--- src/design/isa_pkg.sv ---
package isa_pkg;

	localparam int XLEN			= 32;
	localparam int REG_ADDR_W	= 5;

	// major opcodes, taken from inst[6:0]
	typedef enum logic [6:0] {
		OP_LOAD		= 7'b0000011,
		OP_MISC_MEM	= 7'b0001111,
		OP_IMM		= 7'b0010011,
		OP_AUIPC	= 7'b0010111,
		OP_STORE	= 7'b0100011,
		OP_REG		= 7'b0110011,
		OP_LUI		= 7'b0110111,
		OP_BRANCH	= 7'b1100011,
		OP_JALR		= 7'b1100111,
		OP_JAL		= 7'b1101111,
		OP_SYSTEM	= 7'b1110011
	} opcode_e;

	// funct7 markers for OP_REG and the shift immediates
	localparam logic [6:0] FUNCT7_BASE		= 7'b0000000;
	localparam logic [6:0] FUNCT7_ALT		= 7'b0100000;
	localparam logic [6:0] FUNCT7_MULDIV	= 7'b0000001;

	// only these two SYSTEM words are legal
	localparam logic [XLEN-1:0] INST_ECALL	= 32'h00000073;
	localparam logic [XLEN-1:0] INST_EBREAK	= 32'h00100073;

endpackage

--- src/design/uop_pkg.sv ---
package uop_pkg;

	// ALU_ADD doubles as the idle value
	typedef enum logic [3:0] {
		ALU_ADD		= 4'd0,
		ALU_SUB,
		ALU_INC,
		ALU_SEQ,
		ALU_SNE,
		ALU_SLT,
		ALU_SGE,
		ALU_SLTU,
		ALU_SGEU,
		ALU_XOR,
		ALU_OR,
		ALU_AND,
		ALU_SLL,
		ALU_SRL,
		ALU_SRA
	} alu_op_e;

	typedef enum logic [3:0] {
		MEM_NONE	= 4'd0,
		MEM_LB,
		MEM_LH,
		MEM_LW,
		MEM_LBU,
		MEM_LHU,
		MEM_SB,
		MEM_SH,
		MEM_SW
	} mem_op_e;

	typedef enum logic [1:0] {
		UMULL		= 2'd0,
		SMULH,
		SUMULH,
		UMULH
	} mul_op_e;

	typedef enum logic [1:0] {
		SDIV		= 2'd0,
		UDIV,
		SREM,
		UREM
	} div_op_e;

endpackage

--- src/design/base_decoder.sv ---
`timescale 1ns/1ps

module base_decoder import isa_pkg::*, uop_pkg::*; (
	input	logic	[XLEN-1:0]	inst,
	output	logic				base_hit,
	output	logic	[XLEN-1:0]	immediate,
	output	logic				rs1_access,
	output	logic				rs2_access,
	output	logic				rd_access,
	output	logic				sel_pc,
	output	logic				sel_imm,
	output	alu_op_e			alu_op,
	output	mem_op_e			mem_op,
	output	logic				dmem_access,
	output	logic				jump_ena,
	output	logic				jump_ind
);

	opcode_e			opcode;
	logic	[2:0]		funct3;
	logic	[6:0]		funct7;
	logic	[XLEN-1:0]	imm_i;
	logic	[XLEN-1:0]	imm_s;
	logic	[XLEN-1:0]	imm_b;
	logic	[XLEN-1:0]	imm_u;
	logic	[XLEN-1:0]	imm_j;
	logic				is_reg;
	logic				alt_ok;
	logic				funct7_free;
	logic				arith_ok;
	alu_op_e			arith_op;

	assign opcode	= opcode_e'(inst[6:0]);
	assign funct3	= inst[14:12];
	assign funct7	= inst[31:25];
	assign is_reg	= (opcode == OP_REG);

	assign imm_i	= {{21{inst[31]}}, inst[30:20]};
	assign imm_s	= {{21{inst[31]}}, inst[30:25], inst[11:7]};
	assign imm_b	= {{20{inst[31]}}, inst[7], inst[30:25], inst[11:8], 1'b0};
	assign imm_u	= {inst[31:12], 12'h000};
	assign imm_j	= {{12{inst[31]}}, inst[19:12], inst[20], inst[30:21], 1'b0};

	// funct3 map shared by the register and immediate forms
	always_comb begin
		arith_op	= ALU_ADD;
		alt_ok		= 1'b0;
		case (funct3)
			3'b000: begin
				arith_op	= (is_reg && funct7 == FUNCT7_ALT) ? ALU_SUB : ALU_ADD;
				alt_ok		= is_reg;
			end
			3'b001:	arith_op = ALU_SLL;
			3'b010:	arith_op = ALU_SLT;
			3'b011:	arith_op = ALU_SLTU;
			3'b100:	arith_op = ALU_XOR;
			3'b101: begin
				arith_op	= (funct7 == FUNCT7_ALT) ? ALU_SRA : ALU_SRL;
				alt_ok		= 1'b1;
			end
			3'b110:	arith_op = ALU_OR;
			default: arith_op = ALU_AND;
		endcase
		// immediate forms other than shifts carry imm bits in funct7
		funct7_free	= !is_reg && funct3 != 3'b001 && funct3 != 3'b101;
		arith_ok	= funct7_free || funct7 == FUNCT7_BASE || (alt_ok && funct7 == FUNCT7_ALT);
	end

	always_comb begin
		base_hit	= 1'b0;
		immediate	= '0;
		rs1_access	= 1'b0;
		rs2_access	= 1'b0;
		rd_access	= 1'b0;
		sel_pc		= 1'b0;
		sel_imm		= 1'b0;
		alu_op		= ALU_ADD;
		mem_op		= MEM_NONE;
		dmem_access	= 1'b0;
		jump_ena	= 1'b0;
		jump_ind	= 1'b0;

		case (opcode)
			OP_LUI, OP_AUIPC: begin
				base_hit	= 1'b1;
				immediate	= imm_u;
				rd_access	= 1'b1;
				sel_imm		= 1'b1;
				sel_pc		= (opcode == OP_AUIPC);
			end
			OP_JAL: begin
				base_hit	= 1'b1;
				immediate	= imm_j;
				rd_access	= 1'b1;
				sel_pc		= 1'b1;
				alu_op		= ALU_INC;
				jump_ena	= 1'b1;
			end
			OP_JALR: begin
				if (funct3 == 3'b000) begin
					base_hit	= 1'b1;
					immediate	= imm_i;
					rs1_access	= 1'b1;
					rd_access	= 1'b1;
					sel_pc		= 1'b1;
					alu_op		= ALU_INC;
					jump_ena	= 1'b1;
					jump_ind	= 1'b1;
				end
			end
			OP_BRANCH: begin
				// funct3 010 and 011 are unused
				if (funct3[2:1] != 2'b01) begin
					base_hit	= 1'b1;
					immediate	= imm_b;
					rs1_access	= 1'b1;
					rs2_access	= 1'b1;
					jump_ena	= 1'b1;
					case (funct3)
						3'b000:	alu_op = ALU_SEQ;
						3'b001:	alu_op = ALU_SNE;
						3'b100:	alu_op = ALU_SLT;
						3'b101:	alu_op = ALU_SGE;
						3'b110:	alu_op = ALU_SLTU;
						default: alu_op = ALU_SGEU;
					endcase
				end
			end
			OP_LOAD: begin
				case (funct3)
					3'b000:	mem_op = MEM_LB;
					3'b001:	mem_op = MEM_LH;
					3'b010:	mem_op = MEM_LW;
					3'b100:	mem_op = MEM_LBU;
					3'b101:	mem_op = MEM_LHU;
					default: mem_op = MEM_NONE;
				endcase
				base_hit	= (mem_op != MEM_NONE);
				immediate	= base_hit ? imm_i : '0;
				rs1_access	= base_hit;
				rd_access	= base_hit;
				sel_imm		= base_hit;
				dmem_access	= base_hit;
			end
			OP_STORE: begin
				case (funct3)
					3'b000:	mem_op = MEM_SB;
					3'b001:	mem_op = MEM_SH;
					3'b010:	mem_op = MEM_SW;
					default: mem_op = MEM_NONE;
				endcase
				base_hit	= (mem_op != MEM_NONE);
				immediate	= base_hit ? imm_s : '0;
				rs1_access	= base_hit;
				rs2_access	= base_hit;
				sel_imm		= base_hit;
				dmem_access	= base_hit;
			end
			OP_IMM, OP_REG: begin
				if (arith_ok) begin
					base_hit	= 1'b1;
					immediate	= is_reg ? '0 : imm_i;
					rs1_access	= 1'b1;
					rs2_access	= is_reg;
					rd_access	= 1'b1;
					sel_imm		= !is_reg;
					alu_op		= arith_op;
				end
			end
			// fence and the two system words drive no controls
			OP_MISC_MEM:	base_hit = (funct3 == 3'b000);
			OP_SYSTEM:		base_hit = (inst == INST_ECALL) || (inst == INST_EBREAK);
			default: ;
		endcase
	end

endmodule

--- src/design/decode_merge.sv ---
`timescale 1ns/1ps

module decode_merge import isa_pkg::*, uop_pkg::*; (
	input	logic					clk,
	input	logic					reset,
	input	logic					inst_valid,
	input	logic	[XLEN-1:0]		inst,
	input	logic					base_hit,
	input	logic	[XLEN-1:0]		base_immediate,
	input	logic					base_rs1_access,
	input	logic					base_rs2_access,
	input	logic					base_rd_access,
	input	logic					base_sel_pc,
	input	logic					base_sel_imm,
	input	alu_op_e				base_alu_op,
	input	mem_op_e				base_mem_op,
	input	logic					base_dmem_access,
	input	logic					base_jump_ena,
	input	logic					base_jump_ind,
	input	logic					md_hit,
	input	logic					md_is_div,
	input	mul_op_e				md_mul_op,
	input	div_op_e				md_div_op,
	output	logic					dec_valid,
	output	logic	[XLEN-1:0]		immediate,
	output	logic	[REG_ADDR_W-1:0]	rs1_addr,
	output	logic					rs1_access,
	output	logic	[REG_ADDR_W-1:0]	rs2_addr,
	output	logic					rs2_access,
	output	logic	[REG_ADDR_W-1:0]	rd_addr,
	output	logic					rd_access,
	output	logic					sel_pc,
	output	logic					sel_imm,
	output	logic					sel_mul,
	output	logic					sel_div,
	output	mem_op_e				mem_op,
	output	alu_op_e				alu_op,
	output	mul_op_e				mul_op,
	output	div_op_e				div_op,
	output	logic					dmem_access,
	output	logic					jump_ena,
	output	logic					jump_ind,
	output	logic					illegal_inst
);

	// idle first, a taken word overrides below
	always_ff @(posedge clk) begin
		dec_valid		<= 1'b0;
		immediate		<= '0;
		rs1_addr		<= '0;
		rs1_access		<= 1'b0;
		rs2_addr		<= '0;
		rs2_access		<= 1'b0;
		rd_addr			<= '0;
		rd_access		<= 1'b0;
		sel_pc			<= 1'b0;
		sel_imm			<= 1'b0;
		sel_mul			<= 1'b0;
		sel_div			<= 1'b0;
		mem_op			<= MEM_NONE;
		alu_op			<= ALU_ADD;
		mul_op			<= UMULL;
		div_op			<= SDIV;
		dmem_access		<= 1'b0;
		jump_ena		<= 1'b0;
		jump_ind		<= 1'b0;
		illegal_inst	<= 1'b0;

		if (!reset && inst_valid) begin
			dec_valid		<= 1'b1;
			rs1_addr		<= inst[19:15];
			rs2_addr		<= inst[24:20];
			rd_addr			<= inst[11:7];
			illegal_inst	<= !base_hit && !md_hit;
			// the decoders claim disjoint words, at most one hit is set
			if (base_hit) begin
				immediate	<= base_immediate;
				rs1_access	<= base_rs1_access;
				rs2_access	<= base_rs2_access;
				rd_access	<= base_rd_access;
				sel_pc		<= base_sel_pc;
				sel_imm		<= base_sel_imm;
				alu_op		<= base_alu_op;
				mem_op		<= base_mem_op;
				dmem_access	<= base_dmem_access;
				jump_ena	<= base_jump_ena;
				jump_ind	<= base_jump_ind;
			end
			if (md_hit) begin
				rs1_access	<= 1'b1;
				rs2_access	<= 1'b1;
				rd_access	<= 1'b1;
				sel_mul		<= !md_is_div;
				sel_div		<= md_is_div;
				mul_op		<= md_mul_op;
				div_op		<= md_div_op;
			end
		end
	end

endmodule

--- src/design/inst_decoder.sv ---
`timescale 1ns/1ps

module inst_decoder import isa_pkg::*, uop_pkg::*; (
	input	logic					clk,
	input	logic					reset,
	input	logic					inst_valid,
	input	logic	[XLEN-1:0]		inst,
	output	logic					dec_valid,
	output	logic	[XLEN-1:0]		immediate,
	output	logic	[REG_ADDR_W-1:0]	rs1_addr,
	output	logic					rs1_access,
	output	logic	[REG_ADDR_W-1:0]	rs2_addr,
	output	logic					rs2_access,
	output	logic	[REG_ADDR_W-1:0]	rd_addr,
	output	logic					rd_access,
	output	logic					sel_pc,
	output	logic					sel_imm,
	output	logic					sel_mul,
	output	logic					sel_div,
	output	mem_op_e				mem_op,
	output	alu_op_e				alu_op,
	output	mul_op_e				mul_op,
	output	div_op_e				div_op,
	output	logic					dmem_access,
	output	logic					jump_ena,
	output	logic					jump_ind,
	output	logic					illegal_inst
);

	logic				base_hit;
	logic	[XLEN-1:0]	base_immediate;
	logic				base_rs1_access;
	logic				base_rs2_access;
	logic				base_rd_access;
	logic				base_sel_pc;
	logic				base_sel_imm;
	alu_op_e			base_alu_op;
	mem_op_e			base_mem_op;
	logic				base_dmem_access;
	logic				base_jump_ena;
	logic				base_jump_ind;
	logic				md_hit;
	logic				md_is_div;
	mul_op_e			md_mul_op;
	div_op_e			md_div_op;

	base_decoder i_base_decoder (
		.inst			(inst),
		.base_hit		(base_hit),
		.immediate		(base_immediate),
		.rs1_access		(base_rs1_access),
		.rs2_access		(base_rs2_access),
		.rd_access		(base_rd_access),
		.sel_pc			(base_sel_pc),
		.sel_imm		(base_sel_imm),
		.alu_op			(base_alu_op),
		.mem_op			(base_mem_op),
		.dmem_access	(base_dmem_access),
		.jump_ena		(base_jump_ena),
		.jump_ind		(base_jump_ind)
	);

	muldiv_decoder i_muldiv_decoder (
		.inst			(inst),
		.md_hit			(md_hit),
		.md_is_div		(md_is_div),
		.mul_op			(md_mul_op),
		.div_op			(md_div_op)
	);

	// port names match the local nets one for one
	decode_merge i_decode_merge (.*);

endmodule

--- src/design/muldiv_decoder.sv ---
`timescale 1ns/1ps

module muldiv_decoder import isa_pkg::*, uop_pkg::*; (
	input	logic	[XLEN-1:0]	inst,
	output	logic				md_hit,
	output	logic				md_is_div,
	output	mul_op_e			mul_op,
	output	div_op_e			div_op
);

	logic	[2:0]	funct3;

	assign funct3		= inst[14:12];
	// M words sit in OP_REG and differ from the base set only in funct7
	assign md_hit		= (inst[6:0] == OP_REG) && (inst[31:25] == FUNCT7_MULDIV);
	assign md_is_div	= md_hit && funct3[2];

	always_comb begin
		mul_op	= UMULL;
		div_op	= SDIV;
		if (md_hit) begin
			case (funct3)
				// plain mul only needs the low word
				3'b000:	mul_op = UMULL;
				3'b001:	mul_op = SMULH;
				3'b010:	mul_op = SUMULH;
				3'b011:	mul_op = UMULH;
				3'b100:	div_op = SDIV;
				3'b101:	div_op = UDIV;
				3'b110:	div_op = SREM;
				default: div_op = UREM;
			endcase
		end
	end

endmodule

--- config.mk ---
export PLATFORM = sky130hd
export DESIGN_NAME = inst_decoder
export DESIGN_NICKNAME = d
export VERILOG_FILES = /design/src/design/isa_pkg.sv /design/src/design/uop_pkg.sv /design/src/design/base_decoder.sv /design/src/design/decode_merge.sv /design/src/design/inst_decoder.sv /design/src/design/muldiv_decoder.sv
export SDC_FILE = /design/constraint.sdc
export NUM_CORES = 1
export LEC_CHECK = 0
export BUFFER_PORTS_ARGS = -buffer_cell sky130_fd_sc_hd__buf_2
export CAP_MARGIN = 15
export CORE_ASPECT_RATIO = 0.6
export CORE_MARGIN = 2
export CORE_UTILIZATION = 53
export DETAILED_ROUTE_END_ITERATION = 12
export PLACE_DENSITY = 0.94
export REMOVE_ABC_BUFFERS = 1
export SETUP_SLACK_MARGIN = 0.2
export SYNTH_ARGS = -nofsm -noshare
export SYNTH_HDL_FRONTEND = slang
export SYNTH_SLANG_ARGS = --single-unit
--- constraint.sdc ---
create_clock -name clk -period 3.55 [get_ports clk]
set_clock_uncertainty 0.2 [all_clocks]
set_input_delay 0.1775 -clock clk [delete_from_list [all_inputs] [get_ports clk]]
set_output_delay 0.1775 -clock clk [all_outputs]
set_load 0.02 [all_outputs]
### After elaboration in Yosys (flattened, before gate mapping)

Cells that the tools add are included.

| word-level totals | value |
|---|---|
| bits in registers | 71 |
| input port bits | 35 |

| operators by class | value |
|---|---|
| equality and inequality tests | 24 |
| mux-type cells | 43 |
| reductions and logical operators | 27 |

Operator list:

| kind | number |
|---|---|
| 32-bit case mux with 7 select lines | 1 |
| 32-bit 2-to-1 mux | 6 |
| 32-bit by 21-bit == test with 1-bit output, second input constant | 1 |
| 32-bit by 7-bit == test with 1-bit output, second input constant | 1 |
| 7-bit by 6-bit == test with 1-bit output, second input constant | 4 |
| 7-bit == test, second input constant | 4 |
| 4-bit case mux with 7 select lines | 1 |
| 4-bit case mux with 5 select lines | 1 |
| 4-bit 2-to-1 mux | 4 |
| 4-bit case mux with 4 select lines | 1 |
| 3-bit case mux with 5 select lines | 1 |
| 7-bit by 5-bit == test with 1-bit output, second input constant | 2 |
| 1-bit 2-to-1 mux | 13 |
| 2-bit case mux with 3 select lines | 2 |
| 4-bit case mux with 3 select lines | 1 |
| 3-bit == test, second input constant | 3 |
| 1-bit case mux with 3 select lines | 3 |
| 1-bit logical AND | 8 |
| 1-bit case mux with 4 select lines | 2 |
| 1-bit case mux with 8 select lines | 1 |
| 4-bit case mux with 2 select lines | 1 |
| 4-bit nonzero test | 2 |
| 7-bit by 1-bit == test with 1-bit output, second input constant | 1 |
| 7-bit by 2-bit == test with 1-bit output, second input constant | 1 |
| 18 further kinds | 29 |

### Logic depth before layout (Yosys ltp)

| logic depth | value |
|---|---|
| depth after elaboration | 10 |
| mapped depth | 9 |
| gate-level depth less buffers | 6 |

### Hierarchy

A second synthesis with hierarchy kept.

| unflattened totals | value |
|---|---|
| cell total of the unflattened synthesis | 331 |
| area total of the unflattened synthesis | 3154.3 sq um |

Modules (own cells, without submodules):

| module | instances | cells an instance | area each (sq um) |
|---|---|---|---|
| decode_merge | 1 | 155 | 1963.1 |
| base_decoder | 1 | 159 | 1056.0 |
| muldiv_decoder | 1 | 17 | 135.1 |

### Least setup slack after synthesis

Ideal clock, no wire load.

| timing path | value |
|---|---|
| path kind | input to register |
| start point | in inst[13] |
| end point | reg i_decode_merge.immediate[0] |
| library setup time | 0.066 ns |
| arrival | 1.655 ns |
| required time | 3.284 ns |
| setup slack | 1.629 ns |
| stages on the path | 9 |
| buffers on the path | 3 |
| cells stage by stage | buf_6 -> or3_1 -> buf_2 -> nor3_2 -> o21ai_2 -> a21oi_4 -> o21ai_4 -> buf_6 -> a21oi_2 |

| between the ends | value |
|---|---|
| word-level cells in the longest chain between the ends | 8 |
| elaborated cells on any way between the ends | 33 |

Ends and longest elaborated chain:

| element | line | text |
|---|---|---|
| start, declared | inst_decoder.sv:7 | `input logic [XLEN-1:0] inst,` |
| branches (longest 8 deep; another with 1-bit case mux with 8 select lines) | n/a |  |
| end signal, assigned | decode_merge.sv:77 | `immediate <= base_immediate;` |
| end, declared | decode_merge.sv:25 | `output logic [XLEN-1:0] immediate,` |

Parallel ways; which one is timed is not known. The select of a mux whose other input is x is not followed.
A chain may end at the register's enable or synchronous reset.

### Worst setup path in the final report

| timing path | value |
|---|---|
| start point | in inst[27] |
| end point | reg i_decode_merge.immediate[11] |

| between the ends | value |
|---|---|
| word-level cells in the longest chain between the ends | 6 |
| elaborated cells on any way between the ends | 13 |

Ends and longest elaborated chain:

| element | line | text |
|---|---|---|
| 7-bit by 6-bit == test with 1-bit output or 7-bit logical NOT (tied branches) | base_decoder.sv:66 | `arith_ok = funct7_free \|\| funct7 == FUNCT7_BASE \|\| (alt_ok && funct7 == FUNCT7_ALT);` |
| 1-bit logical AND or 1-bit logical OR (tied branches) | base_decoder.sv:66 |  |
| 1-bit logical OR | base_decoder.sv:66 |  |
| 1-bit 2-to-1 mux | base_decoder.sv:160 | `if (arith_ok) begin` |
| 1-bit case mux with 8 select lines | base_decoder.sv:83 | `case (opcode)` |
| 2-bit AND reduction (no line) | n/a |  |

Several ways; a longest one is shown, not always the timed one.

==> impl_metrics.sql <==
INSERT INTO impl_metrics (metric_group, metric, value, unit) VALUES
('outcome', 'status', 'complete, no violations', ''),
('clocking', 'number_of_buffers_created_by_cts', '9', ''),
('placed_design', 'globalplace.congestion', '0.922', ''),
('routing', 'totalWireLength', '8360', 'µm'),
('setup_path', 'worst-path-max-fanout', '32', ''),
('timing', 'hold_viol_final', '0', ''),
('timing', 'relSlewSlack', '42.1', '%'),
('die', 'rows', '21', ''),
('finish', 'multi_input_comb_area', '1390', 'µm²'),
('setup_path', 'wp_data_arrival', '2830', 'ps'),
('clocking', 'clkTransAtPathRegs', '70', 'ps'),
('finish', 'fill_count', '405', ''),
('routing', 'route.detailed.wl_per_inst', '16.2', 'µm'),
('die', 'top_level_ports', '106', ''),
('yosys', 'synth_cell_types', '57', ''),
('timing', 'max_freq', '0.362', 'GHz'),
('timing', 'tightest_slew', '866', 'ps'),
('routing', 'routed-via-count', '2845', ''),
('die', 'die_area', '6260', 'µm²'),
('setup_path', 'timing.setup.critical_path_class', 'in -> reg', ''),
('yosys', 'netlist.area_leader.share', '47.7', '%'),
('clocking', 'cts_tree', 'done', ''),
('yosys', 'yosys.cell_count.top_type', 'sky130_fd_sc_hd__dfxtp_1', ''),
('yosys', 'synthesis.area_per_instance', '9.31', 'µm²'),
('die', 'placeableCoreArea', '5490', 'µm²'),
('yosys', 'number_of_enable_flip_flop_cells_after_synthesis', '0', ''),
('finish', 'final_layout_size_suffix_gt1_share', '36.8', '%'),
('finish', 'sequential_cell_area', '1420', 'µm²'),
('yosys', 'ys_seq_elements', '71', ''),
('yosys', 'synth.top_cells.by_count', '71 x sky130_fd_sc_hd__dfxtp_1, 37 x sky130_fd_sc_hd__nand2_1, 36 x sky130_fd_sc_hd__nor2_1, 20 x sky130_fd_sc_hd__a21oi_2, 16 x sky130_fd_sc_hd__and2_1', ''),
('yosys', 'synth.area.top_cells', 'sky130_fd_sc_hd__dfxtp_1 48%, sky130_fd_sc_hd__a21oi_2 5.9%, sky130_fd_sc_hd__nand2_1 4.7%, sky130_fd_sc_hd__nor2_1 4.5%, sky130_fd_sc_hd__and2_1 3.4%', ''),
('global_routing', 'number_of_antenna_violations_at_the_first_check_in_global_routing', '0', ''),
('power_and_ir_drop', 'cellPowerDensity', '425', 'nW/µm²'),
('placed_design', 'port_buffers', '105', ''),
('global_routing', 'grt_start_max_net_pins', '33', ''),
('timing', 'final-setup-viol-count', '0', ''),
('clocking', 'clock-root-buffer', 'sky130_fd_sc_hd__clkbuf_8', ''),
('yosys', 'syn_inst', '320', ''),
('clocking', 'clock-sinks', '71', ''),
('yosys', 'synth-main-ff-cell', 'sky130_fd_sc_hd__dfxtp_1', ''),
('setup_path', 'critical_path_end_type', 'register', ''),
('finish', 'number_of_nets_at_the_end_of_the_flow', '476', ''),
('routing', 'antenna_violating_nets_post_route', '0', ''),
('run', 'maxCapViolations', '0', ''),
('timing', 'setup_repair_after_global_routing_missed_its_margin', 'false', ''),
('timing', 'min_period', '2760', 'ps'),
('power_and_ir_drop', 'leakagePower', '0.00165', 'µW'),
('routing', 'drc', '0', ''),
('global_routing', 'grt.total_usage', '27.4', '%'),
('clocking', 'postCtsSetupBuffers', '0', ''),
('clocking', 'clock_path_buffers', '2', ''),
('routing', 'viasPerCell', '5.52', ''),
('clocking', 'clock_tree.htree_level_count', '3', ''),
('die', 'floorplan.die.height', '62.1', 'µm'),
('global_routing', 'grt_remaining_overflow', '0', ''),
('placed_design', 'detailed_place.area', '3470', 'µm²'),
('timing', 'final-max-slew-violation-count', '0', ''),
('clocking', 'cts_hold_buffers', '23', ''),
('yosys', 'syn_area', '2980', 'µm²'),
('placed_design', 'dp.final_hpwl', '5770', 'µm'),
('timing', 'final_min_period_over_clock_period', '77.8', '%'),
('global_routing', 'grt_first_pass_wirelength', '12700', 'µm'),
('die', 'initial_utilization', '54.2', '%'),
('hold_path', 'worst_hold_path_type', 'in -> reg', ''),
('routing', 'number_of_detailed_route_iterations_in_the_first_pass', '5', ''),
('routing', '1st_iter_drt_viols', '347', ''),
('die', 'die_w', '101', 'µm'),
('finish', 'areaGrowthSynthToFinish', '31.5', '%'),
('power_and_ir_drop', 'power.ir.vdd_worst', '0.318', 'mV'),
('setup_path', 'critical_path.startpoint_type', 'input pin', ''),
('global_routing', 'grt_pass1_vias', '2581', ''),
('finish', 'antenna_cells_inserted', '0', ''),
('setup_path', 'worstPathRequired', '3610', 'ps'),
('timing', 'total_neg_setup_slack', '0', 'ps'),
('finish', 'finalCoreUtilization', '71.4', '%'),
('finish', 'finish.instance_area', '3920', 'µm²'),
('yosys', 'ys_warn_count', '0', ''),
('yosys', 'synth_largest_area_cell', 'sky130_fd_sc_hd__dfxtp_1', ''),
('yosys', 'synth_async_sr_flop_share', '0', '%'),
('yosys', 'ys_seq_area_share', '47.7', '%'),
('clocking', 'ctsResizeCount', '0', '');
per-stage QoR:
stage	cells	setup WS (ps)	total power [µW]	hold slack (ps)
4_1_cts	515	909	1670	25.5
3_5_place_dp	476	1110	949	216
3_3_place_gp	476	1080	946	207
6_report	515	789	1670	43.0
5_1_grt	515	740	1710	44.5
2_1_floorplan	301	1440	884	48.5
layout by cell type, fill, tap and decap left out, types with 3 or more instances in the layout:
| master | n |
|---|---|
| sky130_fd_sc_hd__clkbuf_8 | 10 |
| sky130_fd_sc_hd__nand2b_1 | 4 |
| sky130_fd_sc_hd__dfxtp_1 | 71 |
| sky130_fd_sc_hd__a31oi_1 | 3 |
| sky130_fd_sc_hd__and2_1 | 16 |
| sky130_fd_sc_hd__a21oi_1 | 12 |
| sky130_fd_sc_hd__a22oi_1 | 4 |
| sky130_fd_sc_hd__o21ai_0 | 15 |
| sky130_fd_sc_hd__nand3_1 | 6 |
| sky130_fd_sc_hd__inv_1 | 10 |
| sky130_fd_sc_hd__nand2_1 | 37 |
| sky130_fd_sc_hd__a211oi_1 | 3 |
| sky130_fd_sc_hd__clkinv_2 | 3 |
| sky130_fd_sc_hd__a21oi_2 | 20 |
| sky130_fd_sc_hd__nor4_1 | 3 |
| sky130_fd_sc_hd__or4_1 | 3 |
| sky130_fd_sc_hd__buf_2 | 105 |
| sky130_fd_sc_hd__nor2_2 | 5 |
| sky130_fd_sc_hd__nor2_1 | 36 |
| sky130_fd_sc_hd__dlygate4sd3_1 | 23 |
| sky130_fd_sc_hd__nor3_1 | 4 |
state kept, by name, summed over array words and instances (netlist names), 2 cells and up:
name	cells
i_decode_merge.alu_op	4
i_decode_merge.rd_addr	5
i_decode_merge.rs2_addr	5
i_decode_merge.mul_op	2
i_decode_merge.div_op	2
i_decode_merge.rs1_addr	5
i_decode_merge.mem_op	4
i_decode_merge.immediate	32
where the power goes:
group	total (µW)	leakage, µW	internal, µW	switching, µW
Combinational	148	0.000963	59.4	88.6
Clock	713	0.000116	412	301
Sequential	806	0.000575	804	2.13
Total	1670	0.00165	1280	392
worst paths after layout:
path | to | slack, ps | cells past startpoint | startpoint
max | i_decode_merge.immediate[11] | 790 | 9 | inst[27]
min | i_decode_merge.sel_mul | 40 | 2 | inst[14]
routing by layer:
metal	track usage, %	wire length (µm)
met5	0	0
met4	8.81	88
met3	10.4	922
met2	43.7	3670
met1	35.2	3670
cell families after synthesis:
group,after synthesis,share of synthesized area [%]
multiplexers,1,0.378
AO/OA/AOI/OAI,74,18.4
flip-flops,71,47.7
buffers and inverters,29,5.67
XOR/XNOR,4,1.18
AND/OR/NAND/NOR,141,26.6
cell type report:
type                            count  share of cell area, %
Clock inverter                      6                   2.14
Multi-Input combinational cell    220                   35.4
Timing Repair Buffer              129                   19.5
Sequential cell                    71                   36.3
Inverter                           10                  0.958
Tap cell                           69                   2.20
Clock buffer                       10                   3.51
worst max-delay path: stages:
cell and delay [ps]:
sky130_fd_sc_hd__dlygate4sd3_1 540, sky130_fd_sc_hd__buf_2 140, sky130_fd_sc_hd__nor4_1 550, sky130_fd_sc_hd__and2_1 330, sky130_fd_sc_hd__o21ai_2 110, sky130_fd_sc_hd__a21oi_4 380, sky130_fd_sc_hd__o21ai_4 90, sky130_fd_sc_hd__buf_4 270
sky130_fd_sc_hd__a21oi_1 220
(Power assumes the default switching activity.)
